[src/hdl/boardBusPkg.sv]
// Board bus package
// CPU bus widths, data types and the arbiter and control op encodings
`default_nettype none

package boardBusPkg;

	localparam int addrW = 16; // 6809 address space
	localparam int dataW = 8;
	localparam int ramAddrW = 13; // 8K shared SRAM

	typedef logic [addrW-1:0] addr_t;
	typedef logic [dataW-1:0] data_t;
	typedef logic [ramAddrW-1:0] ramAddr_t;

	localparam data_t busIdle = 8'hFF; // Undriven bus reads as all ones

	// Shared SRAM arbiter, one serve cycle per grant
	typedef enum logic {
		arbIdle,
		arbServe
	} arbState_t;

	// Control operations raised by the decoders
	typedef enum logic [2:0] {
		nmiAck,       // Main clears NMI
		irqAck,       // Main clears IRQ
		firqAck,      // Main clears FIRQ
		subIrqRaise,  // Main interrupts sub
		mainIrqRaise, // Sub interrupts main
		subIrqAck,    // Sub clears its IRQ
		bankLoad      // Sub ROM bank bit
	} ctrlOp_t;

endpackage

`default_nettype wire
[src/hdl/boardControlRegs.sv]
// Board control registers
// Main and sub interrupt latches, input edge detect, sub ROM bank bit
`default_nettype none
`timescale 1ns/1ps

module boardControlRegs (
	input wire clk,
	input wire reset,
	input wire vblank,
	input wire ims,
	input wire mainCtrlValid,
	input wire boardBusPkg::ctrlOp_t mainCtrlOp,
	input wire subCtrlValid,
	input wire boardBusPkg::ctrlOp_t subCtrlOp,
	input wire subCtrlData,
	output logic mainNmi,
	output logic mainIrq,
	output logic mainFirq,
	output logic subIrq,
	output logic subRomBank
);

	logic vblankS, vblankQ; // Sampled and delayed copies
	logic imsS, imsQ;
	// Latch order: 0 NMI, 1 IRQ, 2 FIRQ, 3 sub IRQ
	logic [3:0] irqSet;
	logic [3:0] irqClr;
	logic [3:0] irqLatch;

	//******************************
	// Set and clear sources
	//******************************
	always_comb begin
		irqSet[0] = vblankS && !vblankQ; // vblank rising
		irqSet[1] = subCtrlValid && subCtrlOp == boardBusPkg::mainIrqRaise;
		irqSet[2] = imsS && !imsQ; // ims rising
		irqSet[3] = mainCtrlValid && mainCtrlOp == boardBusPkg::subIrqRaise;
		irqClr[0] = mainCtrlValid && mainCtrlOp == boardBusPkg::nmiAck;
		irqClr[1] = mainCtrlValid && mainCtrlOp == boardBusPkg::irqAck;
		irqClr[2] = mainCtrlValid && mainCtrlOp == boardBusPkg::firqAck;
		irqClr[3] = subCtrlValid && subCtrlOp == boardBusPkg::subIrqAck;
	end

	always_ff @(posedge clk) begin
		if (reset) begin
			vblankS <= 1'b0;
			vblankQ <= 1'b0;
			imsS <= 1'b0;
			imsQ <= 1'b0;
			irqLatch <= 4'b0;
			subRomBank <= 1'b0;
		end else begin
			vblankS <= vblank;
			vblankQ <= vblankS;
			imsS <= ims;
			imsQ <= imsS;
			irqLatch <= (irqLatch | irqSet) & ~irqClr; // Clear wins
			if (subCtrlValid && subCtrlOp == boardBusPkg::bankLoad)
				subRomBank <= subCtrlData;
		end
	end

	assign {subIrq, mainFirq, mainIrq, mainNmi} = irqLatch;

endmodule

`default_nettype wire

[config.mk]
export PLATFORM = sky130hd
export DESIGN_NAME = boardControlRegs
export DESIGN_NICKNAME = d
export VERILOG_FILES = /design/src/hdl/boardBusPkg.sv /design/src/hdl/boardControlRegs.sv
export SDC_FILE = /design/constraint.sdc
export NUM_CORES = 1
export LEC_CHECK = 0
export ABC_CLOCK_PERIOD_IN_PS = 1000
export BUFFER_PORTS_ARGS = -buffer_cell sky130_fd_sc_hd__clkbuf_2
export CAP_MARGIN = 10
export CORE_AREA = 2 2 39 41
export CTS_CLUSTER_DIAMETER = 50
export DETAILED_ROUTE_END_ITERATION = 8
export DIE_AREA = 0 0 41 43
export SYNTH_ARGS = -nofsm -noshare
export SYNTH_HDL_FRONTEND = slang
export SYNTH_SLANG_ARGS = --single-unit
[constraint.sdc]
create_clock -name clk -period 1 [get_ports clk]
set_input_delay 0.2 -clock clk [delete_from_list [all_inputs] [get_ports clk]]
set_output_delay 0.2 -clock clk [all_outputs]
set_load 0.1 [all_outputs]
== Word-level counts from Yosys, hierarchy flattened ==
Cells that the tools add are included.
W data, S select, Z words.

* Equality and inequality tests: 6
* Bitwise operators: 3
* Reduce and logical (&&, ||, !) cells: 12

{| class="wikitable"
|+ Operators by type and width
! operator !! number
|-
| $eq A3 B3 Y1 const B || 3
|-
| $logic_and A1 B1 Y1 || 9
|-
| $eq A3 B2 Y1 const B || 2
|-
| $and A4 B4 Y4 || 1
|-
| $not A4 Y4 || 1
|-
| $or A4 B4 Y4 || 1
|-
| $eq A3 B1 Y1 const B || 1
|-
| $logic_not A3 Y1 || 1
|-
| $logic_not A1 Y1 || 2
|}

* Bits in registers: 9
* Output and inout bits: 5
* Logic and storage cells: 27

== Logic depth before layout (Yosys ltp) ==
Gate-level depths: netlist of run 1.

* Word-level depth: 4
* Depth in mapped cells: 2

== Worst setup path after synthesis of run 1 ==
OpenSTA, ideal clock, no wires.

* Path type: register to register
* Start: register irqLatch[0]
* End: register irqLatch[0]
* Library setup time: 95 ps
* Data arrival time: 1266 ps
* Path slack: -361 ps
* Stages on the path, launching flop included: 3
* Buffers on the path: 0
* Clock period less this slack: 1361 ps
* Cell sequence: dfxtp_1 -> inv_1 -> a221oi_1

* Cells in the longest elaborated chain, start to end: 2

{| class="wikitable"
|+ RTL lines
! item !! RTL line !! source
|-
| start, declared || boardControlRegs.sv:28 || <nowiki>logic [3:0] irqLatch;</nowiki>
|-
| start signal, assigned || boardControlRegs.sv:57 || <nowiki>irqLatch <= (irqLatch | irqSet) & ~irqClr;</nowiki>
|-
| $or A4 B4 Y4 || boardControlRegs.sv:57 ||
|-
| $and A4 B4 Y4 || boardControlRegs.sv:57 ||
|}

Every way passes these cells.
A chain may end at the register's enable or synchronous reset.

== Worst setup path in the final report of run 1 ==
* Start: register irqLatch[3]
* End: output subIrq

{| class="wikitable"
|+ RTL lines
! item !! RTL line !! source
|-
| end, declared || boardControlRegs.sv:19 || <nowiki>output logic subIrq,</nowiki>
|}

No word-level cell between the ends.

==> results by group, run 1 <==
Routing
  • Vias per inst: 4.29
  • DR vias: 300
  • Routed Antenna Nets: 0
  • 1st-pass router iterations: 2
  • Initial DRC count: 1
  • DR WL/cell: a little over 9 microns
  • # DRC: 0
  • Routed WL: 643 microns

Setup path
  • Worst path top cell family by delay: flip-flops
  • CP peak stage delay: between 0.3 and 0.4 ns
  • Critical Path AT: 0.79 ns
  • Critical Path RT: around 0.80 ns
  • Buf/Inv on CP: 1
  • Largest fanout on the critical path: 2
  • Crit end category: primary output
  • Slowest cell on the critical path: dfxtp_2
  • Crit Path Class: reg2out
  • Setup crit start kind: register
  • Worst-path cell chain: buf_12

Synthesis
  • EDFF count, synth: 0
  • Post-Syn Area per Cell: around 11 sq um
  • Top post-synthesis cells by count: 9 x dfxtp_1, 4 x inv_1, 4 x nand2b_1, 4 x nor2b_1
  • Area leader, netlist: dfxtp_1
  • Synth unique cells: 13
  • Post-synthesis instance total: 32
  • Synth Flop Type: dfxtp_1
  • Count leader, synth: dfxtp_1
  • Post-Syn Nets: 45
  • Post-synthesis cell area: between 300 and 400 sq um
  • Sequential fraction of the synthesis area: 50.9%
  • Async SR Flop Fraction: 0%
  • Synthesis warning total: 0
  • Area contributors post-synth: dfxtp_1 51%, nand2b_1 7.1%, nor2b_1 7.1%
  • Yosys top cell area share: between 50% and 60%
  • Synth Register Bits: 9

Finish
  • Multi-input gate area: 159 sq um
  • Fillers: 137
  • Area Growth Syn to Fin: 63.3%
  • Final Cell Area: roughly 580 sq um
  • Layout cells sized above 1: between 50% and 60%
  • Antenna Cells: 0
  • Register area: about 190 sq um
  • Final #Nets: between 60 and 70

GRT
  • Initial antenna violation count: 0
  • GRT Total Usage: under 10%
  • Largest net degree at the start of global routing: 10
  • GR Overflow Total: 0
  • Vias in the first global route: between 200 and 250
  • First-pass GRT wire length: 890 microns

Power and ir drop
  • Total Power: 0.000840 W
  • Switching Share: 28.7%
  • Reg power frac: a little under half
  • Worst vdd ir: between 0.6 and 0.7 mV
  • Leakage power: ~0.27 nW
  • Int Power: between 0.0005 and 0.0006 W
  • Clock network fraction of design power: 33.2%
  • Pwr dens: roughly 1500 nW/um^2
  • Combinational Power Share: 20.7%
  • NetSw: ~0.00024 W

STA
  • RSZ-0062 raised after global routing: true
  • Fmax: ~1.0 GHz
  • Post-layout worst setup margin: between 0.005 and 0.006 ns
  • Final period util: between 90% and 100%
  • WHS: 0.147 ns
  • Setup violations, final: 0
  • Final count of hold timing violations: 0
  • Slew @ Worst Pin: about 0.22 ns
  • Worst slew margin: roughly 85%
  • Clock Skews: roughly 0.00037 ns
  • Crit path time final: 0.994 ns
  • Slew Viols, Final: 0

Floorplan
  • I/O pins: 18
  • Starting Density: between 20 and 30%
  • Die area: 1760 sq um
  • Die Ht: around 43 microns
  • Die X: 41 microns
  • # rows: 14
  • Core Region: 1380 sq um

CTS
  • CTS buffer count: 3
  • TritonCTS clock tree: yes
  • CTS max path bufs: 2
  • Clock slew at reported path FFs: around 0.060 ns
  • Clk sinks: 9
  • # H-tree levels: 1
  • Clock root cell: clkbuf_4
  • Clk_lat worst skew: approximately 0.26 ns
  • Post_cts resized: 0
  • Post-CTS Hold Buffers: 0

Placed design
  • DP Worst Slack: between 0.1 and 0.15 ns
  • # port buffers: 17
  • DP Area: approximately 540 sq um
  • DP HPWL: 515 microns
  • Gpl congestion: 0.599

Job
  • MaxCap Viol Count: 0

Status
  • Run status: finished, final reports clean

Hold path
  • Class of the most critical hold timing path: in2reg
## per-stage QoR
step                std cells  setup TNS, ns  util, %
global route               70        -0.0536     41.8
detailed placement         65              0     39.2
finish                     70              0     41.8
floorplan                  32        -0.0552        -
CTS                        69        -0.0117     41.2
global placement           65              0     39.2
## flip-flops by register name (all words and copies together) (netlist names)
| name | cells |
|---|---|
| vblankS | 1 |
| imsQ | 1 |
| irqLatch | 4 |
| vblankQ | 1 |
| subRomBank | 1 |
| imsS | 1 |
## per-layer routing
layer / up-vias / GRT usage, % / wire length [microns]
li1: 160 / - / -
met1: 128 / 8.12 / 292
met2: 12 / 11.6 / 284
met3: 0 / 6.28 / 66
met4: 0 / 2.00 / 0
met5: - / 0 / 0
## power by group through the flow
| stage | Sequential [W] | Combinational (W) | Clock [W] |
|---|---|---|---|
| 4_1_cts | 0.000388 | 0.000171 | 0.000297 |
| 2_1_floorplan | 0.000457 | 0.0000296 | 0 |
| 5_1_grt | 0.000390 | 0.000184 | 0.000305 |
| 6_report | 0.000388 | 0.000174 | 0.000279 |
| 3_3_place_gp | 0.000396 | 0.000170 | 0 |
| 3_5_place_dp | 0.000396 | 0.000171 | 0 |
## repair_timing
action,in CTS,in global routing
pin swaps,0,0
endpoints found under the setup margin,3,5
buffers inserted,0,1
## kinds of logic (layout without fill, tap and decap cells)
kind of cell    after synthesis  count (layout)  share of synthesized area, %
mux                           1               1                          2.83
compound gates                4               4                          11.0
simple gates                 14              14                          31.1
flops                         9               9                          50.9
buf+inv                       4              26                          4.24
## cells in the final DEF (no fill, tap or decap)
cell	instances
o211a_1	1
nand3b_1	1
nor2b_1	4
dfxtp_1	4
buf_12	5
mux2i_1	1
clkbuf_2	12
dfxtp_2	4
and4b_1	1
buf_4	1
inv_1	4
dfxtp_4	1
nor3b_2	1
clkinv_2	1
nand2b_1	4
o221a_1	1
clkbuf_4	3
nand4b_1	2
and4bb_1	1
a221oi_1	2
## cell type report
type                    count  area share (%)
multi-input cells          19            27.5
clock buffers               3            3.90
flip-flops and latches      9            32.7
repair buffers             18            29.0
well taps                  16            3.46
clock inverters             1           0.866
inverters                   4            2.60
## path summary, 6_finish.rpt
check,slack (ns),start,cells after the start,endpoint
max reg2reg,0.18,irqLatch[0]$_SDFF_PP0_,3,irqLatch[0]$_SDFF_PP0_
min reg2reg,0.47,vblankS$_SDFF_PP0_,1,vblankQ$_SDFF_PP0_
min,0.15,ims,2,imsS$_SDFF_PP0_
max,0.006,irqLatch[3]$_SDFF_PP0_,1,subIrq
Power figures use the tool's default switching activity.
==> run 2: changes to the inputs <==
--- a/config.mk
+++ b/config.mk
@@ -12,6 +12,7 @@
 export CTS_CLUSTER_DIAMETER = 50
 export DETAILED_ROUTE_END_ITERATION = 8
 export DIE_AREA = 0 0 41 43
+export SETUP_SLACK_MARGIN = 0.4
 export SYNTH_ARGS = -nofsm -noshare
 export SYNTH_HDL_FRONTEND = slang
 export SYNTH_SLANG_ARGS = --single-unit
==> results by group, run 2 (same netlist as run 1, synthesis figures left out) <==
STA
  • Final count of hold timing violations: 0
  • Setup violations, final: 0
  • Worst slew margin: 80.6%
  • Slew Viols, Final: 0
  • Crit path time final: about 0.98 ns
  • Fmax: slightly above 1 GHz
  • Slew @ Worst Pin: slightly below 0.3 ns
  • Final period util: 98.0%
  • RSZ-0062 raised after global routing: true
  • Clock Skews: 0.00339 ns
  • WHS: 0.152 ns

Power and ir drop
  • Worst vdd ir: around 1.0 mV
  • Pwr dens: around 1400 nW/um^2
  • Leakage power: approximately 0.27 nW

Setup path
  • Buf/Inv on CP: 1
  • FF-to-FF Start: irqLatch[2]$_SDFF_PP0_
  • Setup crit start kind: register
  • Crit path from: irqLatch[0]$_SDFF_PP0_
  • Worst path top cell family by delay: flip-flops
  • Crit Path Class: reg2out
  • Critical Path RT: around 0.8 ns
  • Largest fanout on the critical path: 2
  • Slowest cell on the critical path: dfxtp_4
  • CP peak stage delay: about 0.36 ns
  • Worst-path cell chain: buf_12
  • Critical Path AT: 0.78 ns
  • Crit end category: primary output

Finish
  • Max reg flops: 4
  • Layout cells sized above 1: between 60% and 70%
  • Non-Filler Instances: 70
  • Final #Nets: just under 70
  • Most frequent cells in the layout: 12 x clkbuf_2, 5 x dfxtp_4, 5 x buf_12
  • Antenna Cells: 0
  • Reg with most FFs: irqLatch
  • Area Growth Syn to Fin: 71.7%
  • Final Cell Area: just over 600 sq um
  • Commonest non-fill, non-tap cell in the layout: clkbuf_2

Placed design
  • # port buffers: 17
  • DP Area: about 570 sq um
  • Gpl congestion: about 0.58
  • # placed instances: 65
  • DP HPWL: roughly 500 microns

GRT
  • GR Overflow Total: 0
  • GRT Total Usage: about 10%
  • First-pass GRT wire length: 1170 microns
  • Initial antenna violation count: 0
  • Largest net degree at the start of global routing: 10
  • Vias in the first global route: a little under 300

CTS
  • TritonCTS clock tree: yes
  • Clk sinks: 9
  • Post-CTS Hold Buffers: 0
  • Clock slew at reported path FFs: approximately 0.060 ns
  • # H-tree levels: 1
  • CTS max path bufs: 2
  • Clk_lat worst skew: ~0.25 ns
  • CTS buffer count: 3
  • Clock root cell: clkbuf_4

Floorplan
  • I/O pins: 18
  • Starting Density: ~26%
  • Die Ht: around 43 microns
  • Die X: ~40 microns
  • # rows: 14
  • Die area: ~1800 sq um
  • Core Region: 1380 sq um

Job
  • MaxCap Viol Count: 0

Routing
  • 1st-pass router iterations: 3
  • # DRC: 0
  • Routed Antenna Nets: 0
  • DR vias: just over 300
  • Initial DRC count: 2
  • Routed WL: approximately 650 microns
  • Vias per inst: 4.43
  • DR WL/cell: approximately 9.3 microns

Hold path
  • Class of the most critical hold timing path: in2reg
  • Min-delay src: vblank

Status
  • Run status: finished, final reports clean
-- run 2: worst paths after layout --
kind	endpoint	slack, ns	depth (start not counted)
setup / recovery	mainNmi	0.02	1
hold reg to reg	imsQ$_SDFF_PP0_	0.47	1
setup reg to reg	irqLatch[2]$_SDFF_PP0_	0.25	3
hold / removal	vblankS$_SDFF_PP0_	0.15	2
-- run 2: timing repair --
| action | 4_1_cts | 5_1_grt |
|---|---|---|
| gates cloned | 0 | 0 |
| resized for setup | 2 | 0 |
| setup buffers | 1 | 0 |
| pin swaps | 1 | 0 |
| setup endpoints to repair | 10 | 10 |
-- run 2: final cells by class --
| cell class | instances | area [sq um] |
|---|---|---|
| clock buffer | 4 | 26.3 |
| multi-input combinational | 19 | 179 |
| sequential | 9 | 200 |
| tap | 16 | 20.0 |
| inverter | 4 | 15.0 |
| fill | 139 | 776 |
| timing repair buffer | 18 | 168 |
-- run 2: per-stage QoR --
step | util [%] | setup TNS (ns) | power [W] | worst slack, ns
after floorplan | - | 0 | 0.000486 | 0.154
after global routing | 43.9 | -0.0382 | 0.000885 | -0.0133
after CTS | 43.9 | 0 | 0.000852 | 0.00839
after global placement | 40.9 | 0 | 0.000565 | 0.118
after detailed placement | 40.9 | 0 | 0.000567 | 0.123
final | 43.9 | 0 | 0.000836 | 0.0196
-- run 2: power by group --
group / total, W / internal [W] / switching, W
Sequential: 0.000383 / 0.000369 / 0.0000131
Combinational: 0.000183 / 0.0000803 / 0.000103
Clock: 0.000270 / 0.000153 / 0.000117
-- run 2: layer usage --
layer	global-route usage (%)	part of all wire, %	vias to the layer above
met5	0	0	-
li1	-	-	163
met4	2.00	0	0
met1	11.7	44	135
met2	14.4	48	12
met3	6.28	8.3	0
-- run 2: worst reg2reg max path: stages (launching register included) --
cell and delay (ns):
dfxtp_4 0.35, buf_4 0.10, inv_2 0.03, a221oi_2 0.18
