==> config.mk <==
export PLATFORM = sky130hd
export DESIGN_NAME = mainBusDecoder_flat
export DESIGN_NICKNAME = d
export VERILOG_FILES = /design/src/hdl/boardBusPkg.sv /design/src/hdl/boardMapPkg.sv /design/src/hdl/cpuBus.sv /design/src/hdl/mainBusDecoder.sv /design/src/flat_wrapper.sv
export SDC_FILE = /design/constraint.sdc
export NUM_CORES = 1
export LEC_CHECK = 0
export CAP_MARGIN = 20
export CORE_MARGIN = 5
export CORE_UTILIZATION = 30
export DETAILED_ROUTE_END_ITERATION = 12
export DONT_BUFFER_PORTS = 1
export PLACE_DENSITY = 0.55
export SYNTH_ARGS = -nofsm -noshare
export SYNTH_HDL_FRONTEND = slang
export SYNTH_SLANG_ARGS = --single-unit
==> constraint.sdc <==
create_clock -name clk -period 2.64 [get_ports clk]
set_input_delay 0 -clock clk [delete_from_list [all_inputs] [get_ports clk]]
set_output_delay 0 -clock clk [all_outputs]
set_load 0.02 [all_outputs]
==> src/hdl/boardBusPkg.sv <==
// Board bus package
// CPU bus widths, data types and the arbiter and control op encodings
`default_nettype none

package boardBusPkg;

	localparam int addrW = 16; // 6809 address space
	localparam int dataW = 8;
	localparam int ramAddrW = 13; // 8K shared SRAM

	typedef logic [addrW-1:0] addr_t;
	typedef logic [dataW-1:0] data_t;
	typedef logic [ramAddrW-1:0] ramAddr_t;

	localparam data_t busIdle = 8'hFF; // Undriven bus reads as all ones

	// Shared SRAM arbiter, one serve cycle per grant
	typedef enum logic {
		arbIdle,
		arbServe
	} arbState_t;

	// Control operations raised by the decoders
	typedef enum logic [2:0] {
		nmiAck,       // Main clears NMI
		irqAck,       // Main clears IRQ
		firqAck,      // Main clears FIRQ
		subIrqRaise,  // Main interrupts sub
		mainIrqRaise, // Sub interrupts main
		subIrqAck,    // Sub clears its IRQ
		bankLoad      // Sub ROM bank bit
	} ctrlOp_t;

endpackage

`default_nettype wire
==> src/hdl/boardMapPkg.sv <==
// Board address map package
// Main and sub CPU memory maps and the main region classes
`default_nettype none

package boardMapPkg;

	// Shared RAM, same window on both CPUs
	localparam boardBusPkg::addr_t ramTop = 16'h1FFF;

	//******************************
	// Main CPU map
	//******************************
	localparam boardBusPkg::addr_t mapBase = 16'h2000;   // 2K blocks
	localparam boardBusPkg::addr_t back1Base = 16'h2800;
	localparam boardBusPkg::addr_t back2Base = 16'h3000;
	localparam boardBusPkg::addr_t objBase = 16'h3800;   // 512 byte blocks
	localparam boardBusPkg::addr_t ioBase = 16'h3A00;
	localparam boardBusPkg::addr_t palBase = 16'h3C00;   // Up to 0x3FFF
	localparam boardBusPkg::addr_t romBase = 16'h4000;   // Up to 0xFFFF

	// Interrupt strobes inside the I/O block
	localparam boardBusPkg::addr_t nmiAckAddr = 16'h3A09;
	localparam boardBusPkg::addr_t firqAckAddr = 16'h3A0A;
	localparam boardBusPkg::addr_t irqAckAddr = 16'h3A0B;
	localparam boardBusPkg::addr_t subIrqAddr = 16'h3A0C;

	//******************************
	// Sub CPU control blocks, 2K each
	//******************************
	localparam boardBusPkg::addr_t mainIrqBase = 16'h2000;
	localparam boardBusPkg::addr_t subIrqAckBase = 16'h2800;
	localparam boardBusPkg::addr_t bankBase = 16'h3000;

	typedef enum logic [3:0] {
		regRam, regMap, regBack1, regBack2, regObj,
		regIo, regPal, regRom, regCtrl
	} mainRegion_t;

endpackage

`default_nettype wire

==> src/hdl/cpuBus.sv <==
// CPU request bus
// Valid/ready link from a CPU decoder to the shared SRAM arbiter
`default_nettype none
`timescale 1ns/1ps

interface cpuBus;

	logic valid; // Held with its fields until ready
	logic write;
	boardBusPkg::addr_t addr;
	boardBusPkg::data_t wdata;
	boardBusPkg::data_t rdata; // Valid with ready
	logic ready; // Single cycle pulse

	modport requester (output valid, write, addr, wdata, input rdata, ready);
	modport server (input valid, write, addr, wdata, output rdata, ready);

endinterface

`default_nettype wire

==> src/hdl/mainBusDecoder.sv <==
// Main CPU address decoder
// Routes main requests to shared RAM, control strobes or the external selects
`default_nettype none
`timescale 1ns/1ps

module mainBusDecoder (
	input wire clk,
	input wire reset,
	input wire mainValid,
	input wire mainWrite,
	input wire boardBusPkg::addr_t mainAddr,
	input wire boardBusPkg::data_t mainWdata,
	input wire boardBusPkg::data_t extRdata,
	output boardBusPkg::data_t mainRdata,
	output logic mainReady,
	output logic extWrite,
	output boardBusPkg::data_t extWdata,
	output logic mapSel,
	output logic back1Sel,
	output logic back2Sel,
	output logic objSel,
	output logic ioSel,
	output logic palSel,
	output logic romSel,
	cpuBus.requester ram,
	output logic ctrlValid,
	output boardBusPkg::ctrlOp_t ctrlOp,
	output logic ctrlData
);

	boardMapPkg::mainRegion_t region;
	boardMapPkg::mainRegion_t curRegion; // Region of access in flight
	boardBusPkg::ctrlOp_t op;
	logic isCtrlAddr;
	logic busy; // Ext or control access answering this cycle
	logic curWrite;
	logic issue;

	assign isCtrlAddr = mainAddr inside {boardMapPkg::nmiAckAddr, boardMapPkg::firqAckAddr,
		boardMapPkg::irqAckAddr, boardMapPkg::subIrqAddr};

	//******************************
	// Region decode
	//******************************
	always_comb begin
		if (mainAddr < boardMapPkg::mapBase) region = boardMapPkg::regRam;
		else if (mainAddr < boardMapPkg::back1Base) region = boardMapPkg::regMap;
		else if (mainAddr < boardMapPkg::back2Base) region = boardMapPkg::regBack1;
		else if (mainAddr < boardMapPkg::objBase) region = boardMapPkg::regBack2;
		else if (mainAddr < boardMapPkg::ioBase) region = boardMapPkg::regObj;
		else if (mainAddr < boardMapPkg::palBase) begin
			// Strobe writes never reach the I/O select
			region = (mainWrite && isCtrlAddr) ? boardMapPkg::regCtrl : boardMapPkg::regIo;
		end else if (mainAddr < boardMapPkg::romBase) region = boardMapPkg::regPal;
		else region = boardMapPkg::regRom;
	end

	always_comb begin
		case (mainAddr)
			boardMapPkg::nmiAckAddr: op = boardBusPkg::nmiAck;
			boardMapPkg::firqAckAddr: op = boardBusPkg::firqAck;
			boardMapPkg::irqAckAddr: op = boardBusPkg::irqAck;
			default: op = boardBusPkg::subIrqRaise; // 0x3A0C
		endcase
	end

	assign issue = mainValid && !busy && region != boardMapPkg::regRam; // Once per request

	always_ff @(posedge clk) begin
		if (reset) busy <= 1'b0;
		else busy <= issue;
	end

	always_ff @(posedge clk) begin
		if (issue) begin
			curRegion <= region;
			curWrite <= mainWrite;
			extWdata <= mainWdata;
			ctrlOp <= op;
			ctrlData <= mainWdata[0];
		end
	end

	// One cycle selects, answered the cycle after valid
	assign mapSel = busy && curRegion == boardMapPkg::regMap;
	assign back1Sel = busy && curRegion == boardMapPkg::regBack1;
	assign back2Sel = busy && curRegion == boardMapPkg::regBack2;
	assign objSel = busy && curRegion == boardMapPkg::regObj;
	assign ioSel = busy && curRegion == boardMapPkg::regIo;
	assign palSel = busy && curRegion == boardMapPkg::regPal;
	assign romSel = busy && curRegion == boardMapPkg::regRom;
	assign extWrite = busy && curWrite && curRegion != boardMapPkg::regCtrl;
	assign ctrlValid = busy && curRegion == boardMapPkg::regCtrl;

	// Shared RAM goes straight to the arbiter
	assign ram.valid = mainValid && region == boardMapPkg::regRam;
	assign ram.write = mainWrite;
	assign ram.addr = mainAddr;
	assign ram.wdata = mainWdata;

	assign mainReady = busy || ram.ready;
	assign mainRdata = ram.ready ? ram.rdata : extRdata; // Ext data sampled with select

endmodule

`default_nettype wire

==> src/flat_wrapper.sv <==
// flat-port wrapper written by rule: the top's interface ports become plain ports
module mainBusDecoder_flat 
  (clk, reset, mainValid, mainWrite, mainAddr, mainWdata, extRdata, mainRdata, mainReady, extWrite, extWdata, mapSel, back1Sel, back2Sel, objSel, ioSel, palSel, romSel, ctrlValid, ctrlOp, ctrlData, ram_valid, ram_write, ram_addr, ram_wdata, ram_rdata, ram_ready);
  cpuBus ram_i ();
  input wire clk;
  input wire reset;
  input wire mainValid;
  input wire mainWrite;
  input wire boardBusPkg::addr_t mainAddr;
  input wire boardBusPkg::data_t mainWdata;
  input wire boardBusPkg::data_t extRdata;
  output boardBusPkg::data_t mainRdata;
  output logic mainReady;
  output logic extWrite;
  output boardBusPkg::data_t extWdata;
  output logic mapSel;
  output logic back1Sel;
  output logic back2Sel;
  output logic objSel;
  output logic ioSel;
  output logic palSel;
  output logic romSel;
  output logic ctrlValid;
  output boardBusPkg::ctrlOp_t ctrlOp;
  output logic ctrlData;
  output wire logic [$bits(ram_i.valid)-1:0] ram_valid;
  output wire logic [$bits(ram_i.write)-1:0] ram_write;
  output wire logic [$bits(ram_i.addr)-1:0] ram_addr;
  output wire logic [$bits(ram_i.wdata)-1:0] ram_wdata;
  input wire logic [$bits(ram_i.rdata)-1:0] ram_rdata;
  input wire logic [$bits(ram_i.ready)-1:0] ram_ready;
  assign ram_valid = ram_i.valid;
  assign ram_write = ram_i.write;
  assign ram_addr = ram_i.addr;
  assign ram_wdata = ram_i.wdata;
  assign ram_i.rdata = ram_rdata;
  assign ram_i.ready = ram_ready;
  mainBusDecoder u_core (.clk(clk), .reset(reset), .mainValid(mainValid), .mainWrite(mainWrite), .mainAddr(mainAddr), .mainWdata(mainWdata), .extRdata(extRdata), .mainRdata(mainRdata), .mainReady(mainReady), .extWrite(extWrite), .extWdata(extWdata), .mapSel(mapSel), .back1Sel(back1Sel), .back2Sel(back2Sel), .objSel(objSel), .ioSel(ioSel), .palSel(palSel), .romSel(romSel), .ram(ram_i), .ctrlValid(ctrlValid), .ctrlOp(ctrlOp), .ctrlData(ctrlData));
endmodule
After elaboration in Yosys (flattened, before gate mapping)
Index checks and enable logic that the tools add are counted.
Widths: inputs -> output; s select.
{ "word_totals": {"ff_bits": 18, "input_bits": 45, "out_inout_bits": 56, "word_cells": 55} }
{ "op_classes": {"order_cmp": 7, "eq_ne": 13, "n_mux": 10, "reduce_logical": 19} }
{ "op_table": {"columns": ["op", "count"], "rows": [
  ["$lt 16x14->1 const B", 6],
  ["$eq 16x14->1 const B", 4],
  ["$mux 4", 7],
  ["$eq 4x3->1 const B", 4],
  ["$lt 16x15->1 const B", 1],
  ["$logic_and 1x1->1", 14],
  ["$eq 4x2->1 const B", 2],
  ["$mux 8", 1],
  ["$reduce_bool 4->1", 2],
  ["$pmux 2 s3", 1],
  ["$eq 4x1->1 const B", 1],
  ["$eq 4x4->1 const B", 1],
  ["$logic_not 4->1", 1],
  ["$ne 4x4->1 const B", 1],
  ["$logic_not 1->1", 1],
  ["$logic_or 1x1->1", 1],
  ["$mux 1", 1]
]} }

Depth between registers and ports, before layout
{ "logic_depth": {"depth_word": 12, "mapped_depth": 3, "ltp_nobuf": 3} }

Worst setup path after synthesis
Ideal clock, no wire load.
{ "synth_path": {"kind": "flip-flop to flip-flop", "start": "register u_core.busy", "end": "register u_core.ctrlOp[0] (enable)", "setup_ns": 0.411, "t_arrival_ns": 1.546, "t_required_ns": 2.229, "setup_slack_ns": 0.683, "path_stages_with_launch": 2, "path_buffers": 0, "synth_period_minus_slack_ns": 1.957, "cell_sequence": "dfxtp_1 -> nor3b_1"} }
{ "synth_between": {"elab_chain_len": 3} }
{ "synth_lines": {"columns": ["item", "line", "source"], "rows": [
  ["start: declaration", "mainBusDecoder.sv:35", "logic busy;"],
  ["start signal: assignment", "mainBusDecoder.sv:71", "else busy <= issue;"],
  ["$logic_not 1->1", "mainBusDecoder.sv:67", "assign issue = mainValid && !busy && region != boardMapPkg::regRam;"],
  ["$logic_and 1x1->1 (2 in series)", "mainBusDecoder.sv:67", null],
  ["via u_core.issue", "mainBusDecoder.sv:37", "logic issue;"],
  ["end signal: assignment", "mainBusDecoder.sv:79", "ctrlOp <= op;"],
  ["end: declaration", "mainBusDecoder.sv:27", "output boardBusPkg::ctrlOp_t ctrlOp,"]
]} }
The timed path passes the listed nets, and every way through them passes these cells.
A chain may end at the register's enable or synchronous reset.

Worst setup path in the final report
{ "layout_path": {"start": "register u_core.curRegion[0]", "end": "output back1Sel"} }
{ "layout_between": {"elab_chain_len": 2} }
{ "layout_lines": {"columns": ["item", "line", "source"], "rows": [
  ["start: declaration", "mainBusDecoder.sv:32", "boardMapPkg::mainRegion_t curRegion;"],
  ["start signal: assignment", "mainBusDecoder.sv:76", "curRegion <= region;"],
  ["$eq 4x2->1", "mainBusDecoder.sv:86", "assign back1Sel = busy && curRegion == boardMapPkg::regBack1;"],
  ["$logic_and 1x1->1", "mainBusDecoder.sv:86", null],
  ["end: declaration", "flat_wrapper.sv:17", "output logic back1Sel;"]
]} }
No other way between the ends.

==> qor.txt <==
outcome -> finished clean
P_leak -> 0.370 nW
stages on the worst setup path -> 1
FILL cells -> 371
met1 Use GR -> 0.0886
reg2reg setup slack -> 1.55 ns
YS warnings -> 0
GPL Wtd Cong -> 0.759
Netlist cell types -> 31
clk root buf -> clkbuf_4
Slew Limit Fails -> 0
TritonCTS clock tree -> done
clock buffer count from CTS -> 3
ant diodes -> 0
fmax -> 0.657 GHz
WS Path Type -> flop to output port
FF+latch count, synth -> 16
Wirelength per Cell -> 18.5 µm
count of buffers from port buffering -> 0
Die H -> 69.2 µm
I/O pins -> 101
reg-to-reg startpoint -> u_core.busy
vias in the first global route -> 651
switching share of power -> 0.254
Main synth FF type -> edfxtp_1
sequential cell area fraction in the yosys report -> 0.447
met3 GRT Util -> 0.0507
clock transition at the registers of the reported paths -> 0.08 ns
Syn Area/Cell -> 11.2 µm²
area grow syn2layout -> 4.76%
Worst Skew -> 0.00927 ns
DP HPWL -> 2.00 mm
vias per inst -> 4.92
largest net degree at the start of global routing -> 17
most used routing layer -> met2
EDFF count, synth -> 15
met2 Use GR -> 0.169
Nets -> 133
hold path startpoint -> mainAddr[5]
Worst Hold Depth -> 0
Post-Synthesis Cell Area -> 1050 µm²
first-pass GRT wire length -> 3.66 mm
CP endpoint kind -> output port
Setup Buffers After CTS -> 0
worst hold path class -> input port to output port
Total Power -> 0.519 mW
Final setup viols -> 0
GRT overflow -> 0
Slew @ Worst Pin -> 0.899 ns
crit path time final -> 1.52 ns
Num Clock Sinks -> 16
Reg area -> 470 µm²
Slowest cell on crit path -> nor4_1
clk_lat worst skew -> 0.29 ns
Starting Density -> 0.313
crit path buf inv count -> 0
Async S/R FF share, synth -> 0
initial antenna violation count -> 0
Cell Int Power -> 0.387 mW
max_cap viols -> 0
sw power -> 0.132 mW
RSZ-0062 raised after global routing -> false
GRT Util Overall -> 0.0963
Seq pwr share -> 0.602
die area -> 4790 µm²
syn_nets -> 139
Post-DRT Antenna Nets -> 0
Pre-antenna DRT Iters -> 2
CP Launch Type -> flop
Multi-input gate area -> 380 µm²
drt drc -> 0
Clock Power Share -> 0.248
Core Rows -> 21
max_slew headroom -> 0.395
core area -> 3360 µm²
CTS max path bufs -> 2
critical path data required time -> 2.64 ns
setup_tns -> 0 ns
Die X-Extent -> 69.2 µm
worst r2r dst -> u_core.curRegion[1]
Logic pwr share -> 0.150
Final Hold Vio Count -> 0
H-tree Lvls -> 1
DR vias -> 654
final wirelength -> 2.46 mm
Max stage delay on crit path -> 0.81 ns
CP max FO -> 5
CP delay by family, top -> simple AND/OR/NAND/NOR gates
Reg2Reg Depth -> 2
Mapped Cells -> 94
Final period util -> 0.577
WP data arrival -> 1.52 ns
WHS Endpoint -> ram_addr[5]
Iteration-0 DRC Markers -> 7
layout cells sized above 1 -> 0.103
Power Density -> 471 nW/µm²
worst-path cell chain -> nor4_1
VDD IR-drop max -> 0.120 mV
-- cell usage after synthesis (2+ instances only) --
cell,count,area share
nand3b_1,3,0.021
nor2_1,9,0.032
nor3_1,2,0.0095
o21ai_0,2,0.0095
mux2_1,8,0.086
nand2_1,3,0.011
edfxtp_1,15,0.43
and2_1,2,0.012
buf_4,27,0.19
or3b_1,2,0.017
-- logic make-up (layout without fill, tap and decap cells) --
logic type             after synthesis  after routing  share of synthesized area
AND/OR/NAND/NOR                     32             32                      0.207
buffers and inverters               28             21                      0.196
flip-flops                          16             16                      0.447
AO/OA/AOI/OAI                        8              8                     0.0523
multiplexers                         8              8                     0.0856
other                                1              1                    0.00356
XOR/XNOR                             1              1                    0.00832
-- sequential cells by signal, indices dropped and copies added (netlist names) --
register          cells
u_core.busy           1
u_core.ctrlOp         2
u_core.curRegion      4
u_core.curWrite       1
u_core.extWdata       8
-- area by class of cell --
| type | count | share of cell area |
|---|---|---|
| clock buffer | 4 | 0.0238 |
| tap | 46 | 0.0522 |
| multi-input combinational | 50 | 0.345 |
| sequential | 16 | 0.427 |
| timing repair buffer | 17 | 0.152 |
-- worst max path at each step --
stage                                   start                  end  slack [ns]
after global routing              u_core.busy             back1Sel        1.00
after floorplan                   u_core.busy     u_core.ctrlOp[0]        0.68
after detailed placement          mainAddr[4]     u_core.ctrlOp[0]        1.37
after CTS                 u_core.curRegion[0]             back1Sel        1.07
final                     u_core.curRegion[0]             back1Sel        1.12
after global placement            mainAddr[4]  u_core.curRegion[0]        1.37
-- power by group through the flow --
| stage | registers (mW) | clock network [mW] | logic [mW] |
|---|---|---|---|
| floorplan | 0.315 | 0 | 0.112 |
| global placement | 0.318 | 0 | 0.0618 |
| detailed placement | 0.319 | 0 | 0.0611 |
| CTS | 0.313 | 0.136 | 0.0790 |
| global route | 0.314 | 0.149 | 0.0828 |
| finish | 0.312 | 0.129 | 0.0779 |
-- cells in the final DEF (no fill, tap or decap), types with 2 or more instances in the layout --
cell type	count
and2_1	2
clkbuf_4	3
dlygate4sd3_1	16
edfxtp_1	15
mux2_1	8
nand2_1	3
nand3b_1	3
nor2_1	9
nor3_1	2
o21ai_0	2
or3b_1	2
-- through the flow --
step | std cells | setup WS, ns | utilization | instance area, µm² | hold WS (ns)
after CTS | 133 | 1.07 | 0.328 | 1100 | 0.000148
final | 133 | 1.12 | 0.328 | 1100 | 0.00000796
after global placement | 113 | 1.37 | 0.272 | 916 | 0.000151
after floorplan | 94 | 0.683 | - | 1050 | 0.0716
after detailed placement | 113 | 1.37 | 0.272 | 916 | 0.000152
after global routing | 133 | 1.00 | 0.328 | 1100 | 0.0000174
-- repair_timing --
action	in CTS	in global routing
hold buffers	16	0
gates resized for setup	0	0
hold endpoints to repair	14	0
-- layer usage --
| metal | wire length [µm] | vias to the layer above | part of all wire |
|---|---|---|---|
| met5 | 0 | - | 0 |
| met3 | 336 | 6 | 0.14 |
| met1 | 780 | 284 | 0.32 |
| li1 | - | 291 | - |
| met2 | 1300 | 73 | 0.53 |
| met4 | 43 | 0 | 0.017 |
Power figures use the tool's default switching activity.
