`src/hdl/boardBusPkg.sv`:
```
// Board bus package
// CPU bus widths, data types and the arbiter and control op encodings
`default_nettype none

package boardBusPkg;

	localparam int addrW = 16; // 6809 address space
	localparam int dataW = 8;
	localparam int ramAddrW = 13; // 8K shared SRAM

	typedef logic [addrW-1:0] addr_t;
	typedef logic [dataW-1:0] data_t;
	typedef logic [ramAddrW-1:0] ramAddr_t;

	localparam data_t busIdle = 8'hFF; // Undriven bus reads as all ones

	// Shared SRAM arbiter, one serve cycle per grant
	typedef enum logic {
		arbIdle,
		arbServe
	} arbState_t;

	// Control operations raised by the decoders
	typedef enum logic [2:0] {
		nmiAck,       // Main clears NMI
		irqAck,       // Main clears IRQ
		firqAck,      // Main clears FIRQ
		subIrqRaise,  // Main interrupts sub
		mainIrqRaise, // Sub interrupts main
		subIrqAck,    // Sub clears its IRQ
		bankLoad      // Sub ROM bank bit
	} ctrlOp_t;

endpackage

`default_nettype wire
```
`src/hdl/boardMapPkg.sv`:
```
// Board address map package
// Main and sub CPU memory maps and the main region classes
`default_nettype none

package boardMapPkg;

	// Shared RAM, same window on both CPUs
	localparam boardBusPkg::addr_t ramTop = 16'h1FFF;

	//******************************
	// Main CPU map
	//******************************
	localparam boardBusPkg::addr_t mapBase = 16'h2000;   // 2K blocks
	localparam boardBusPkg::addr_t back1Base = 16'h2800;
	localparam boardBusPkg::addr_t back2Base = 16'h3000;
	localparam boardBusPkg::addr_t objBase = 16'h3800;   // 512 byte blocks
	localparam boardBusPkg::addr_t ioBase = 16'h3A00;
	localparam boardBusPkg::addr_t palBase = 16'h3C00;   // Up to 0x3FFF
	localparam boardBusPkg::addr_t romBase = 16'h4000;   // Up to 0xFFFF

	// Interrupt strobes inside the I/O block
	localparam boardBusPkg::addr_t nmiAckAddr = 16'h3A09;
	localparam boardBusPkg::addr_t firqAckAddr = 16'h3A0A;
	localparam boardBusPkg::addr_t irqAckAddr = 16'h3A0B;
	localparam boardBusPkg::addr_t subIrqAddr = 16'h3A0C;

	//******************************
	// Sub CPU control blocks, 2K each
	//******************************
	localparam boardBusPkg::addr_t mainIrqBase = 16'h2000;
	localparam boardBusPkg::addr_t subIrqAckBase = 16'h2800;
	localparam boardBusPkg::addr_t bankBase = 16'h3000;

	typedef enum logic [3:0] {
		regRam, regMap, regBack1, regBack2, regObj,
		regIo, regPal, regRom, regCtrl
	} mainRegion_t;

endpackage

`default_nettype wire

```
`src/hdl/cpuBus.sv`:
```
// CPU request bus
// Valid/ready link from a CPU decoder to the shared SRAM arbiter
`default_nettype none
`timescale 1ns/1ps

interface cpuBus;

	logic valid; // Held with its fields until ready
	logic write;
	boardBusPkg::addr_t addr;
	boardBusPkg::data_t wdata;
	boardBusPkg::data_t rdata; // Valid with ready
	logic ready; // Single cycle pulse

	modport requester (output valid, write, addr, wdata, input rdata, ready);
	modport server (input valid, write, addr, wdata, output rdata, ready);

endinterface

`default_nettype wire

```
`src/hdl/subBusDecoder.sv`:
```
// Sub CPU address decoder
// Shared RAM, control block writes, idle bus everywhere else
`default_nettype none
`timescale 1ns/1ps

module subBusDecoder (
	input wire clk,
	input wire reset,
	input wire subValid,
	input wire subWrite,
	input wire boardBusPkg::addr_t subAddr,
	input wire boardBusPkg::data_t subWdata,
	output boardBusPkg::data_t subRdata,
	output logic subReady,
	cpuBus.requester ram,
	output logic ctrlValid,
	output boardBusPkg::ctrlOp_t ctrlOp,
	output logic ctrlData
);

	logic isRam;
	logic inMainIrq, inIrqAck, inBank; // 2K control blocks
	logic isCtrl;
	logic busy;
	logic curCtrl;
	logic issue;

	assign isRam = subAddr <= boardMapPkg::ramTop;
	assign inMainIrq = subAddr[15:11] == boardMapPkg::mainIrqBase[15:11];
	assign inIrqAck = subAddr[15:11] == boardMapPkg::subIrqAckBase[15:11];
	assign inBank = subAddr[15:11] == boardMapPkg::bankBase[15:11];
	assign isCtrl = subWrite && (inMainIrq || inIrqAck || inBank); // Reads there float

	assign issue = subValid && !busy && !isRam;

	always_ff @(posedge clk) begin
		if (reset) busy <= 1'b0;
		else busy <= issue;
	end

	always_ff @(posedge clk) begin
		if (issue) begin
			curCtrl <= isCtrl;
			ctrlData <= subWdata[0]; // Bank bit
			if (inMainIrq) ctrlOp <= boardBusPkg::mainIrqRaise;
			else if (inIrqAck) ctrlOp <= boardBusPkg::subIrqAck;
			else ctrlOp <= boardBusPkg::bankLoad;
		end
	end

	assign ctrlValid = busy && curCtrl;

	assign ram.valid = subValid && isRam;
	assign ram.write = subWrite;
	assign ram.addr = subAddr;
	assign ram.wdata = subWdata;

	assign subReady = busy || ram.ready;
	assign subRdata = ram.ready ? ram.rdata : boardBusPkg::busIdle; // No sub ROM here

endmodule

`default_nettype wire

```
`src/flat_wrapper.sv`:
```
// flat-port wrapper written by rule: the top's interface ports become plain ports
module subBusDecoder_flat 
  (clk, reset, subValid, subWrite, subAddr, subWdata, subRdata, subReady, ctrlValid, ctrlOp, ctrlData, ram_valid, ram_write, ram_addr, ram_wdata, ram_rdata, ram_ready);
  cpuBus ram_i ();
  input wire clk;
  input wire reset;
  input wire subValid;
  input wire subWrite;
  input wire boardBusPkg::addr_t subAddr;
  input wire boardBusPkg::data_t subWdata;
  output boardBusPkg::data_t subRdata;
  output logic subReady;
  output logic ctrlValid;
  output boardBusPkg::ctrlOp_t ctrlOp;
  output logic ctrlData;
  output wire logic [$bits(ram_i.valid)-1:0] ram_valid;
  output wire logic [$bits(ram_i.write)-1:0] ram_write;
  output wire logic [$bits(ram_i.addr)-1:0] ram_addr;
  output wire logic [$bits(ram_i.wdata)-1:0] ram_wdata;
  input wire logic [$bits(ram_i.rdata)-1:0] ram_rdata;
  input wire logic [$bits(ram_i.ready)-1:0] ram_ready;
  assign ram_valid = ram_i.valid;
  assign ram_write = ram_i.write;
  assign ram_addr = ram_i.addr;
  assign ram_wdata = ram_i.wdata;
  assign ram_i.rdata = ram_rdata;
  assign ram_i.ready = ram_ready;
  subBusDecoder u_core (.clk(clk), .reset(reset), .subValid(subValid), .subWrite(subWrite), .subAddr(subAddr), .subWdata(subWdata), .subRdata(subRdata), .subReady(subReady), .ram(ram_i), .ctrlValid(ctrlValid), .ctrlOp(ctrlOp), .ctrlData(ctrlData));
endmodule
```
`config.mk`:
```
export PLATFORM = sky130hd
export DESIGN_NAME = subBusDecoder_flat
export DESIGN_NICKNAME = d
export VERILOG_FILES = /design/src/hdl/boardBusPkg.sv /design/src/hdl/boardMapPkg.sv /design/src/hdl/cpuBus.sv /design/src/hdl/subBusDecoder.sv /design/src/flat_wrapper.sv
export SDC_FILE = /design/constraint.sdc
export NUM_CORES = 1
export LEC_CHECK = 0
export BUFFER_PORTS_ARGS = -buffer_cell sky130_fd_sc_hd__buf_4
export CORE_UTILIZATION = 28
export CTS_BUF_LIST = sky130_fd_sc_hd__clkbuf_8
export DETAILED_ROUTE_END_ITERATION = 12
export PLACE_DENSITY = 0.8
export SYNTH_ARGS = -nofsm -noshare
export SYNTH_HDL_FRONTEND = slang
export SYNTH_SLANG_ARGS = --single-unit
```
`constraint.sdc`:
```
create_clock -name clk -period 1.35 [get_ports clk]
set_input_delay 0.27 -clock clk [delete_from_list [all_inputs] [get_ports clk]]
set_output_delay 0.27 -clock clk [all_outputs]
set_load 0.02 [all_outputs]
```
## Yosys cells after proc, flatten, opt, wreduce, memory -nomap -nowiden

Cells that the tools add are included.

- Bits of input ports: 37
- Word-level logic and storage cells: 20
- Output and inout bits: 40
- Flip-flop bits (word level): 6

- Multiplexer cells: 2
- Equal/unequal tests: 3
- Reduce and logical (&&, ||, !) cells: 10
- $lt $le $gt $ge: 1

Operators by type and width:

| kind | count |
|---|---|
| <= comparator 16 x 13 -> 1 bit, second input constant | 1 |
| equality test 5 x 3 -> 1 bit, second input constant | 3 |
| 2-to-1 mux 8 bit | 1 |
| logical AND 1 bit | 5 |
| logical OR 1 bit | 3 |
| logical NOT 1 bit | 2 |
| 2-to-1 mux 2 bit | 1 |

## Logic depth before layout (Yosys ltp)

Gate-level depths: netlist of the first run.

- Depth in word-level cells: 4
- Mapped depth: 2
- Depth with buffers taken out: 2

## Worst setup path before layout of the first run

OpenSTA, ideal clock, no wires.

- Path type: register -> register
- Start: register u_core.busy
- End: register u_core.ctrlData (enable)
- Arrival: 0.720 ns
- Clock period less this slack: 1.087 ns
- Setup slack: 0.263 ns
- Required time: 0.983 ns
- Path buffers: 0
- Library setup time: 0.367 ns
- Cell stages (with the launch flop): 2
- Path through: dfxtp_1 -> nor3b_1

- Longest elaborated chain between the ends: 3

Ends and longest elaborated chain:

| item | RTL line | RTL |
|---|---|---|
| start: declaration | subBusDecoder.sv:24 | `logic busy;` |
| start signal: assignment | subBusDecoder.sv:38 | `else busy <= issue;` |
| logical NOT 1 bit | subBusDecoder.sv:34 | `assign issue = subValid && !busy && !isRam;` |
| logical AND 1 bit (2 in series) | subBusDecoder.sv:34 |  |
| via u_core.issue | subBusDecoder.sv:26 | `logic issue;` |
| end signal: assignment | subBusDecoder.sv:44 | `ctrlData <= subWdata[0];` |
| end: declaration | subBusDecoder.sv:18 | `output logic ctrlData` |

The timed path passes the listed nets, and every way through them passes these cells.
A chain may end at the register's enable or synchronous reset.

## Worst setup path in the final report of the first run

- Start: register u_core.busy
- End: output subReady

- Longest elaborated chain between the ends: 1

Ends and longest elaborated chain:

| item | RTL line | RTL |
|---|---|---|
| logical OR 1 bit | subBusDecoder.sv:58 | `assign subReady = busy \|\| ram.ready;` |
| end: declaration | flat_wrapper.sv:12 | `output logic subReady;` |

Every way passes these cells.

==> summary.txt, run 1 <==
Die
  • Die X: 43.3 um
  • DIE AREA: 1870 sq um
  • Core region area: 1540 sq um
  • Initial Utilization: 0.309
  • Die Height: 43.3 um
  • Number of I/O pins: 77
  • # rows: 14

CTS
  • Postcts setup bufs: 0
  • Num CTS Buffers: 3
  • Root Buffer: clkbuf_8
  • Cts hold-fix bufs: 0
  • Maximum clock insertion buffer count: 2
  • CTS tree: built
  • Clock transition at path regs: 0.03 ns
  • CTS resizes: 0
  • Clk_lat worst skew: 0.22 ns
  • Clk sinks: 5
  • Htree depth: 1

Min path
  • Hold EP: u_core.busy$_SDFF_PP0_
  • Hold path cells: 2
  • Min-delay src: reset
  • HP Class: input pin to flip-flop

Setup path
  • R2r startpoint: u_core.busy$_SDFF_PP0_
  • Reg2reg setup slack: 0.37 ns
  • Worst EP required: 1.08 ns
  • Startpoint types: flip-flop
  • Reg2Reg Capture Point: u_core.ctrlData$_DFFE_PP_
  • Critical Path AT: 0.98 ns
  • CP max FO: 4
  • FF-to-FF path depth: 2
  • Setup CP Type: flip-flop to primary output
  • Crit end category: primary output

Timing
  • RSZ-0062 raised after global routing: false
  • Final TNS setup: 0 ns
  • Achievable Freq: 798 MHz
  • Min Hold Slack: 0.218 ns
  • Fin. Hold Viols: 0
  • Final slew viol count: 0
  • Setup-failing EPs final: 0
  • Fin Clk Skew: 0.000267 ns
  • Tmin final: 1.25 ns
  • Period utilization: 0.929

Run
  • Max Cap Violations: 0

Run status
  • Outcome: complete, no violations

Global routing
  • First-pass GRT wire length: 1380 um
  • Initial antenna violation count: 0
  • M1 GR Usage: 0.102
  • Met3 usage: 0.0426
  • Vias in the first global route: 327
  • Global Route met2 Usage: 0.134
  • Tot GR Track Use: 0.0993
  • Top Usage Layer GRT: met2
  • Grt ovf: 0
  • Largest net degree at the start of global routing: 10

Route
  • Routed length per instance: 10.9 um
  • First DRT Iteration DRCs: 0
  • Final WL: 923 um
  • Via Count: 371
  • Final ANT Viol Nets: 0
  • DRC: 0
  • Pre-antenna DRT Iters: 1
  • Vias per Instance: 4.36

Pwr
  • Pwr dens: 945 nW/um^2
  • Total chip power: 611 uW
  • Maximum VDD drop: 0.290 mV
  • Leak: 0.000318 uW

Synthesis
  • Post-synth EDFFs: 4
  • Seq/Total Area, Yosys: 0.294
  • Synth warn: 0
  • Number of synthesized register bits: 5
  • Top_reg_cell synth: edfxtp_1
  • Post-Syn Area: 477 sq um
  • Post-synth ARST share: 0
  • Synth Area per Inst: 9.35 sq um
  • Mapped Cells: 51
  • Synth unique cells: 16
  • Syn nets: 88

Final layout
  • Leading cell types in the layout, fill and taps excluded: buf_4, nand2b_1, edfxtp_1
  • Layout Nets: 107
  • Layout cells sized above 1: 0.667
  • Area growth syn-to-layout: 35.7%
  • Most common cell after layout, fill and taps aside: buf_4
  • Fillers: 161
  • N_diodes: 0

Placed design
  • Final GP Congestion: 0.552
  • PortBufs: 39
==> how the worst max path moves through the flow <==
stage	startpoint	to	slack (ns)
CTS	u_core.busy$_SDFF_PP0_	subReady	0.08
global route	subAddr[15]	ram_valid	0.05
finish	u_core.busy$_SDFF_PP0_	subReady	0.1
floorplan	u_core.busy$_SDFF_PP0_	u_core.ctrlData$_DFFE_PP_	0.26
detailed placement	subAddr[15]	ram_valid	0.13
global placement	subAddr[15]	ram_valid	0.13
==> through the flow <==
stage / instance area (sq um) / setup WS [ns] / utilization / instances
2_1_floorplan: 477 / 0.263 / - / 51
3_3_place_gp: 602 / 0.132 / 0.390 / 81
3_5_place_dp: 602 / 0.125 / 0.390 / 81
4_1_cts: 647 / 0.0830 / 0.420 / 85
5_1_grt: 647 / 0.0457 / 0.420 / 85
6_report: 647 / 0.0965 / 0.420 / 85
==> worst max-delay path: stages (launching register included) <==
cell and delay, ns:
dfxtp_1 0.33, or2_2 0.28, buf_4 0.16
==> cell families after synthesis <==
logic type | after synthesis | share of synthesized area
buffers and inverters | 26 | 0.409
DFF | 5 | 0.294
other | 1 | 0.00787
and+or+nand+nor | 19 | 0.289
==> flip-flops by register name, summed over array words and instances, names as in the netlist <==
name and cells:
u_core.ctrlData 1, u_core.busy 1, u_core.ctrlOp 2, u_core.curCtrl 1
==> metal layers <==
layer,up-vias,routed length (um)
met5,-,0
met4,0,10
met3,4,182
met2,37,433
met1,155,297
li1,175,-
==> report_power, final <==
group	internal (uW)	switching (uW)	total [uW]
logic	88.2	79.1	167
clock network	195	69.7	264
registers	176	3.26	180
==> synth_stat cells (all sizes together) (2+ instances only) <==
cell,number,area (sq um)
and2,2,12.5
buf,26,195
edfxtp,4,120
nand2b,6,37.5
or2b,2,15.0
==> area by class of cell <==
type,instances,area (sq um),share of cell area
clock inverters,1,3.75,0.00580
multi-input cells,20,141,0.219
well taps,16,20.0,0.0309
clock buffers,3,41.3,0.0638
flip-flops and latches,5,140,0.217
repair buffers,40,300,0.464
No activity file was read; power rests on OpenSTA's default activity.
==> run 2, diff against run 1 <==
RECOVER_POWER = 100   (was unset)
==> run 2 against run 1 <==
Sequential share of layout area up 3.2 points; cell count is the same; via count is 0.27% higher; sequential power about the same; die area is the same; clock skew hardly changed; critical path depth did not move; largest cell class unchanged.
==> summary.txt, run 2 (synthesized netlist as in run 1, its figures left out) <==
Die
  • Die X: 43.3 um (unchanged)
  • Die Height: 43.3 um (unchanged)
  • Number of I/O pins: 77 (unchanged)
  • Initial Utilization: 0.309 (unchanged)
  • # rows: 14 (unchanged)
  • DIE AREA: 1870 sq um (unchanged)
  • Core region area: 1540 sq um (unchanged)

Route
  • DRT met1 WL: 304 um (+2.4%)
  • Highest Signal Layer: met4
  • Via Count: 372 (+0.27%)
  • Final WL: 938 um (+1.6%)
  • Met2 WL: 431 um (-0.46%)
  • Final ANT Viol Nets: 0 (unchanged)
  • DRC: 0 (unchanged)
  • First DRT Iteration DRCs: 5 (+5)
  • Vias per Instance: 4.38 (+0.27%)
  • Pre-antenna DRT Iters: 3 (+2)
  • Metal3 WL: 191 um (+4.9%)
  • Routed length per instance: 11.0 um (+1.6%)

Pwr
  • Pwr dens: 1030 nW/um^2 (+9.4%)
  • Maximum VDD drop: 0.282 mV (-2.9%)
  • Leak: 0.000246 uW (-23%)

Setup path
  • CP max FO: 4 (unchanged)
  • Reg2reg setup slack: 0.29 ns (-0.08 ns)
  • R2r startpoint: u_core.busy$_SDFF_PP0_
  • Worst EP required: 1.08 ns (about the same)
  • Crit end category: primary output
  • Crit path from: u_core.busy$_SDFF_PP0_
  • CP Capture Point: subReady
  • Setup CP Type: flip-flop to primary output
  • FF-to-FF path depth: 2 (unchanged)
  • Reg2Reg Capture Point: u_core.ctrlData$_DFFE_PP_
  • Critical Path AT: 0.97 ns (about the same)
  • Startpoint types: flip-flop

Final layout
  • Layout Nets: 107 (unchanged)
  • N_diodes: 0 (unchanged)
  • Most common cell after layout, fill and taps aside: clkbuf_1
  • Most flops, register: u_core.ctrlOp
  • Area growth syn-to-layout: 18.4%
  • Layout cells sized above 1: 0.377 (-0.290)
  • Max reg flops: 2 (unchanged)
  • Leading cell types in the layout, fill and taps excluded: clkbuf_1, buf_4, nand2b_1

CTS
  • Clk sinks: 5 (unchanged)
  • CTS resizes: 0 (unchanged)
  • Maximum clock insertion buffer count: 2 (unchanged)
  • Clk_lat worst skew: 0.22 ns (about the same)
  • Root Buffer: clkbuf_8
  • Htree depth: 1 (unchanged)
  • Postcts setup bufs: 0 (unchanged)
  • Num CTS Buffers: 3 (unchanged)
  • Cts hold-fix bufs: 0 (unchanged)
  • Clock transition at path regs: 0.03 ns (about the same)
  • CTS tree: built

Global routing
  • First-pass GRT wire length: 1380 um (unchanged)
  • Initial antenna violation count: 0 (unchanged)
  • Vias in the first global route: 327 (unchanged)
  • Grt ovf: 0 (unchanged)
  • Tot GR Track Use: 0.0993 (unchanged)
  • Largest net degree at the start of global routing: 10 (unchanged)

Placed design
  • Final GP Congestion: 0.552 (unchanged)
  • Pre-CTS setup slack: 0.125 ns (unchanged)
  • PortBufs: 39 (unchanged)

Min path
  • HP Class: input pin to flip-flop

Run status
  • Outcome: complete, no violations

Timing
  • Final TNS setup: 0 ns (unchanged)
  • Period utilization: 0.919 (-0.00964)
  • Achievable Freq: 806 MHz (+1.0%)
  • Setup-failing EPs final: 0 (unchanged)
  • Final worst slack: 0.109 ns (+0.0130 ns)
  • Tmin final: 1.24 ns (-0.0130 ns)
  • Fin Clk Skew: 0.000104 ns (-0.000163 ns)
  • RSZ-0062 raised after global routing: false
  • Fin. Hold Viols: 0 (unchanged)
  • Final slew viol count: 0 (unchanged)

Run
  • Max Cap Violations: 0 (unchanged)
## run 2: layer usage
layer | global-route usage | up-vias
met5 | 0 | -
met4 | 0.121 | 0
met3 | 0.0426 | 4
met2 | 0.134 | 37
met1 | 0.102 | 156
li1 | - | 175
## run 2: power breakdown
group	switching, uW	internal (uW)
Combinational	78.4	60.2
Clock	70.5	195
Sequential	2.95	176
Total	152	431
## run 2: area by class of cell
type	instances	area, sq um
multi-input cells	20	135
repair buffers	40	224
fillers	173	977
well taps	16	20.0
flip-flops and latches	5	140
clock buffers	3	41.3
clock inverters	1	3.75
## run 2: metrics by stage
stage          utilization  power [uW]  area [sq um]  hold WS (ns)  instances
6_report             0.366         583           564         0.220         85
5_1_grt              0.366         609           564         0.231         85
4_1_cts              0.420         623           647         0.213         85
3_5_place_dp         0.390         351           602         0.442         81
3_3_place_gp         0.390         349           602         0.441         81
2_1_floorplan            -         345           477         0.344         51
## run 2: critical path: stages (launching register included)
cell      delay (ns)
dfxtp_1         0.32
or2_2           0.28
clkbuf_2        0.16
## run 2: worst min path at each step
stage	from	end	slack, ns	cells past startpoint
after floorplan	reset	u_core.busy$_SDFF_PP0_	0.34	1
after CTS	reset	u_core.busy$_SDFF_PP0_	0.21	2
final	reset	u_core.busy$_SDFF_PP0_	0.22	2
after detailed placement	reset	u_core.busy$_SDFF_PP0_	0.44	2
after global placement	reset	u_core.busy$_SDFF_PP0_	0.44	2
after global routing	reset	u_core.busy$_SDFF_PP0_	0.23	2
==> run 3, diff against run 2 <==
PLACE_DENSITY = unset   (was 0.8)
PLACE_DENSITY_LB_ADDON = 0.08   (was unset)
TNS_END_PERCENT = 100   (was unset)
==> run 3 against run 2 <==
Routed wire length up 22%; sequential power hardly changed; design area grew 2.4%; non-clock buffer count increased by 1; clock skew is 0.0022 ns higher; via count up 1.9%; first-iteration DRC count shrank 80%; sequential share of layout area fell by 0.59 points; critical path depth grew 1; clock-buffer cell count unchanged; die area stayed put; critical endpoint unchanged; largest cell class unchanged.
==> summary.txt, run 3 (synthesized netlist as in run 1, its figures left out) <==
Route
  • DRC: 0 (unchanged)
  • Via Count: 379 (+1.9%)
  • Metal3 WL: 318 um (+66%)
  • Met2 WL: 483 um (+12%)
  • Final ANT Viol Nets: 0 (unchanged)
  • First DRT Iteration DRCs: 1 (-4)
  • Final WL: 1150 um (+22%)
  • Vias per Instance: 4.41 (+0.70%)
  • Routed length per instance: 13.3 um (+21%)
  • Pre-antenna DRT Iters: 2 (-1)
  • DRT met1 WL: 329 um (+8.2%)
  • Highest Signal Layer: met4

Setup path
  • CP max FO: 3 (-1)
  • Worst EP required: 1.08 ns (about the same)
  • Reg2Reg Capture Point: u_core.ctrlOp[1]$_SDFFCE_PN0P_
  • Setup CP Type: flip-flop to primary output
  • Critical Path AT: 1.02 ns (+0.05 ns)
  • FF-to-FF path depth: 1 (-1)
  • Startpoint types: flip-flop
  • Reg2reg setup slack: 0.20 ns (-0.09 ns)
  • Crit end category: primary output
  • R2r startpoint: u_core.busy$_SDFF_PP0_

Min path
  • Hold path cells: 2 (unchanged)
  • Min-delay src: reset
  • Hold EP: u_core.busy$_SDFF_PP0_
  • HP Class: input pin to flip-flop

Die
  • # rows: 14 (unchanged)
  • DIE AREA: 1870 sq um (unchanged)
  • Initial Utilization: 0.309 (unchanged)
  • Die X: 43.3 um (unchanged)
  • Number of I/O pins: 77 (unchanged)
  • Die Height: 43.3 um (unchanged)
  • Core region area: 1540 sq um (unchanged)

Final layout
  • Layout cells sized above 1: 0.400 (+0.0232)
  • Area growth syn-to-layout: 21.3%
  • Max reg flops: 2 (unchanged)
  • Leading cell types in the layout, fill and taps excluded: buf_4, clkbuf_1, nand2b_1
  • N_diodes: 0 (unchanged)
  • Most flops, register: u_core.ctrlOp
  • Most common cell after layout, fill and taps aside: buf_4
  • Layout Nets: 108 (+0.93%)
  • Fillers: 190 (+9.8%)
  • Final design utilization: 0.375 (+0.00893)
  • Fin cells: 86 (+1.2%)

CTS
  • CTS tree: built
  • Maximum clock insertion buffer count: 2 (unchanged)
  • Num CTS Buffers: 3 (unchanged)
  • Root Buffer: clkbuf_8
  • Clk_lat worst skew: 0.22 ns (about the same)
  • Postcts setup bufs: 0 (unchanged)
  • Clock transition at path regs: 0.04 ns (about the same)
  • Htree depth: 1 (unchanged)
  • Clk sinks: 5 (unchanged)

Timing
  • Worst Max-Slew Pin Slew: 0.557 ns
  • Final worst slack: 0.0641 ns (-0.0454 ns)
  • Period utilization: 0.953 (+0.0336)
  • Tmin final: 1.29 ns (+0.0454 ns)
  • Achievable Freq: 778 MHz (-3.5%)
  • RSZ-0062 raised after global routing: false
  • Final TNS setup: 0 ns (unchanged)
  • Min Hold Slack: 0.217 ns (-0.00366 ns)
  • Setup-failing EPs final: 0 (unchanged)
  • Final slew viol count: 0 (unchanged)
  • Fin. Hold Viols: 0 (unchanged)
  • Rel. slew slack: 0.628
  • Fin Clk Skew: 0.00232 ns (+0.00221 ns)

Placed design
  • Pre-CTS setup slack: 0.0742 ns (-0.0512 ns)
  • Dpl hpwl: 1040 um
  • PortBufs: 39 (unchanged)
  • Placed Cells incl. Taps: 82 (+1.2%)
  • Final GP Congestion: 0.661 (+20%)

Global routing
  • Vias in the first global route: 340 (+4.0%)
  • Largest net degree at the start of global routing: 10 (unchanged)
  • Grt ovf: 0 (unchanged)
  • First-pass GRT wire length: 1630 um (+18%)
  • Tot GR Track Use: 0.117 (+0.0174)
  • Initial antenna violation count: 0 (unchanged)

Pwr
  • Maximum VDD drop: 0.420 mV (+49%)
  • Pwr dens: 1020 nW/um^2 (-1.5%)
  • Leak: 0.000256 uW (+4.1%)

Run
  • Max Cap Violations: 0 (unchanged)

Run status
  • Outcome: complete, no violations
run 3: routing by layer:
| metal | track usage | vias to the layer above |
|---|---|---|
| met3 | 0.115 | 2 |
| met4 | 0.0545 | 0 |
| li1 | - | 175 |
| met2 | 0.167 | 52 |
| met5 | 0 | - |
| met1 | 0.110 | 150 |
run 3: per-stage QoR:
| stage | power, uW | instance area [sq um] |
|---|---|---|
| floorplan | 345 | 477 |
| global placement | 353 | 609 |
| detailed placement | 353 | 609 |
| CTS | 621 | 654 |
| global route | 617 | 578 |
| finish | 588 | 578 |
run 3: cell type report:
| cell class | instances | area [sq um] | area share |
|---|---|---|---|
| Multi-Input combinational cell | 20 | 138 | 0.238 |
| Clock inverter | 1 | 3.75 | 0.00649 |
| Sequential cell | 5 | 140 | 0.242 |
| Timing Repair Buffer | 41 | 235 | 0.407 |
| Tap cell | 16 | 20.0 | 0.0346 |
| Clock buffer | 3 | 41.3 | 0.0714 |
run 3: how the worst max path moves through the flow:
stage                                     endpoint                    from  depth (start not counted)
detailed placement  u_core.ctrlOp[1]$_SDFFCE_PN0P_             subAddr[14]                          3
finish                                    subReady  u_core.busy$_SDFF_PP0_                          3
global placement    u_core.ctrlOp[1]$_SDFFCE_PN0P_             subAddr[14]                          3
floorplan                u_core.ctrlData$_DFFE_PP_  u_core.busy$_SDFF_PP0_                          1
CTS                                       subReady  u_core.busy$_SDFF_PP0_                          3
global route                              subReady  u_core.busy$_SDFF_PP0_                          3
run 3: critical path, stage by stage (launching register included):
cell     delay, ns
dfxtp_1       0.30
buf_4         0.13
or2_4         0.21
buf_4         0.15
run 3: what timing repair did:
item / CTS / global route
resized for setup: 0 / 3
hold endpoints to repair: 0 / 0
setup endpoints to repair: 0 / 1
hold buffers: 0 / 0
run 3: report_power, final:
part	internal [uW]	leakage, uW	switching [uW]
registers	176	0.0000459	2.10
logic	65.2	0.000183	79.6
clock network	195	0.0000269	70.5
total	436	0.000256	152
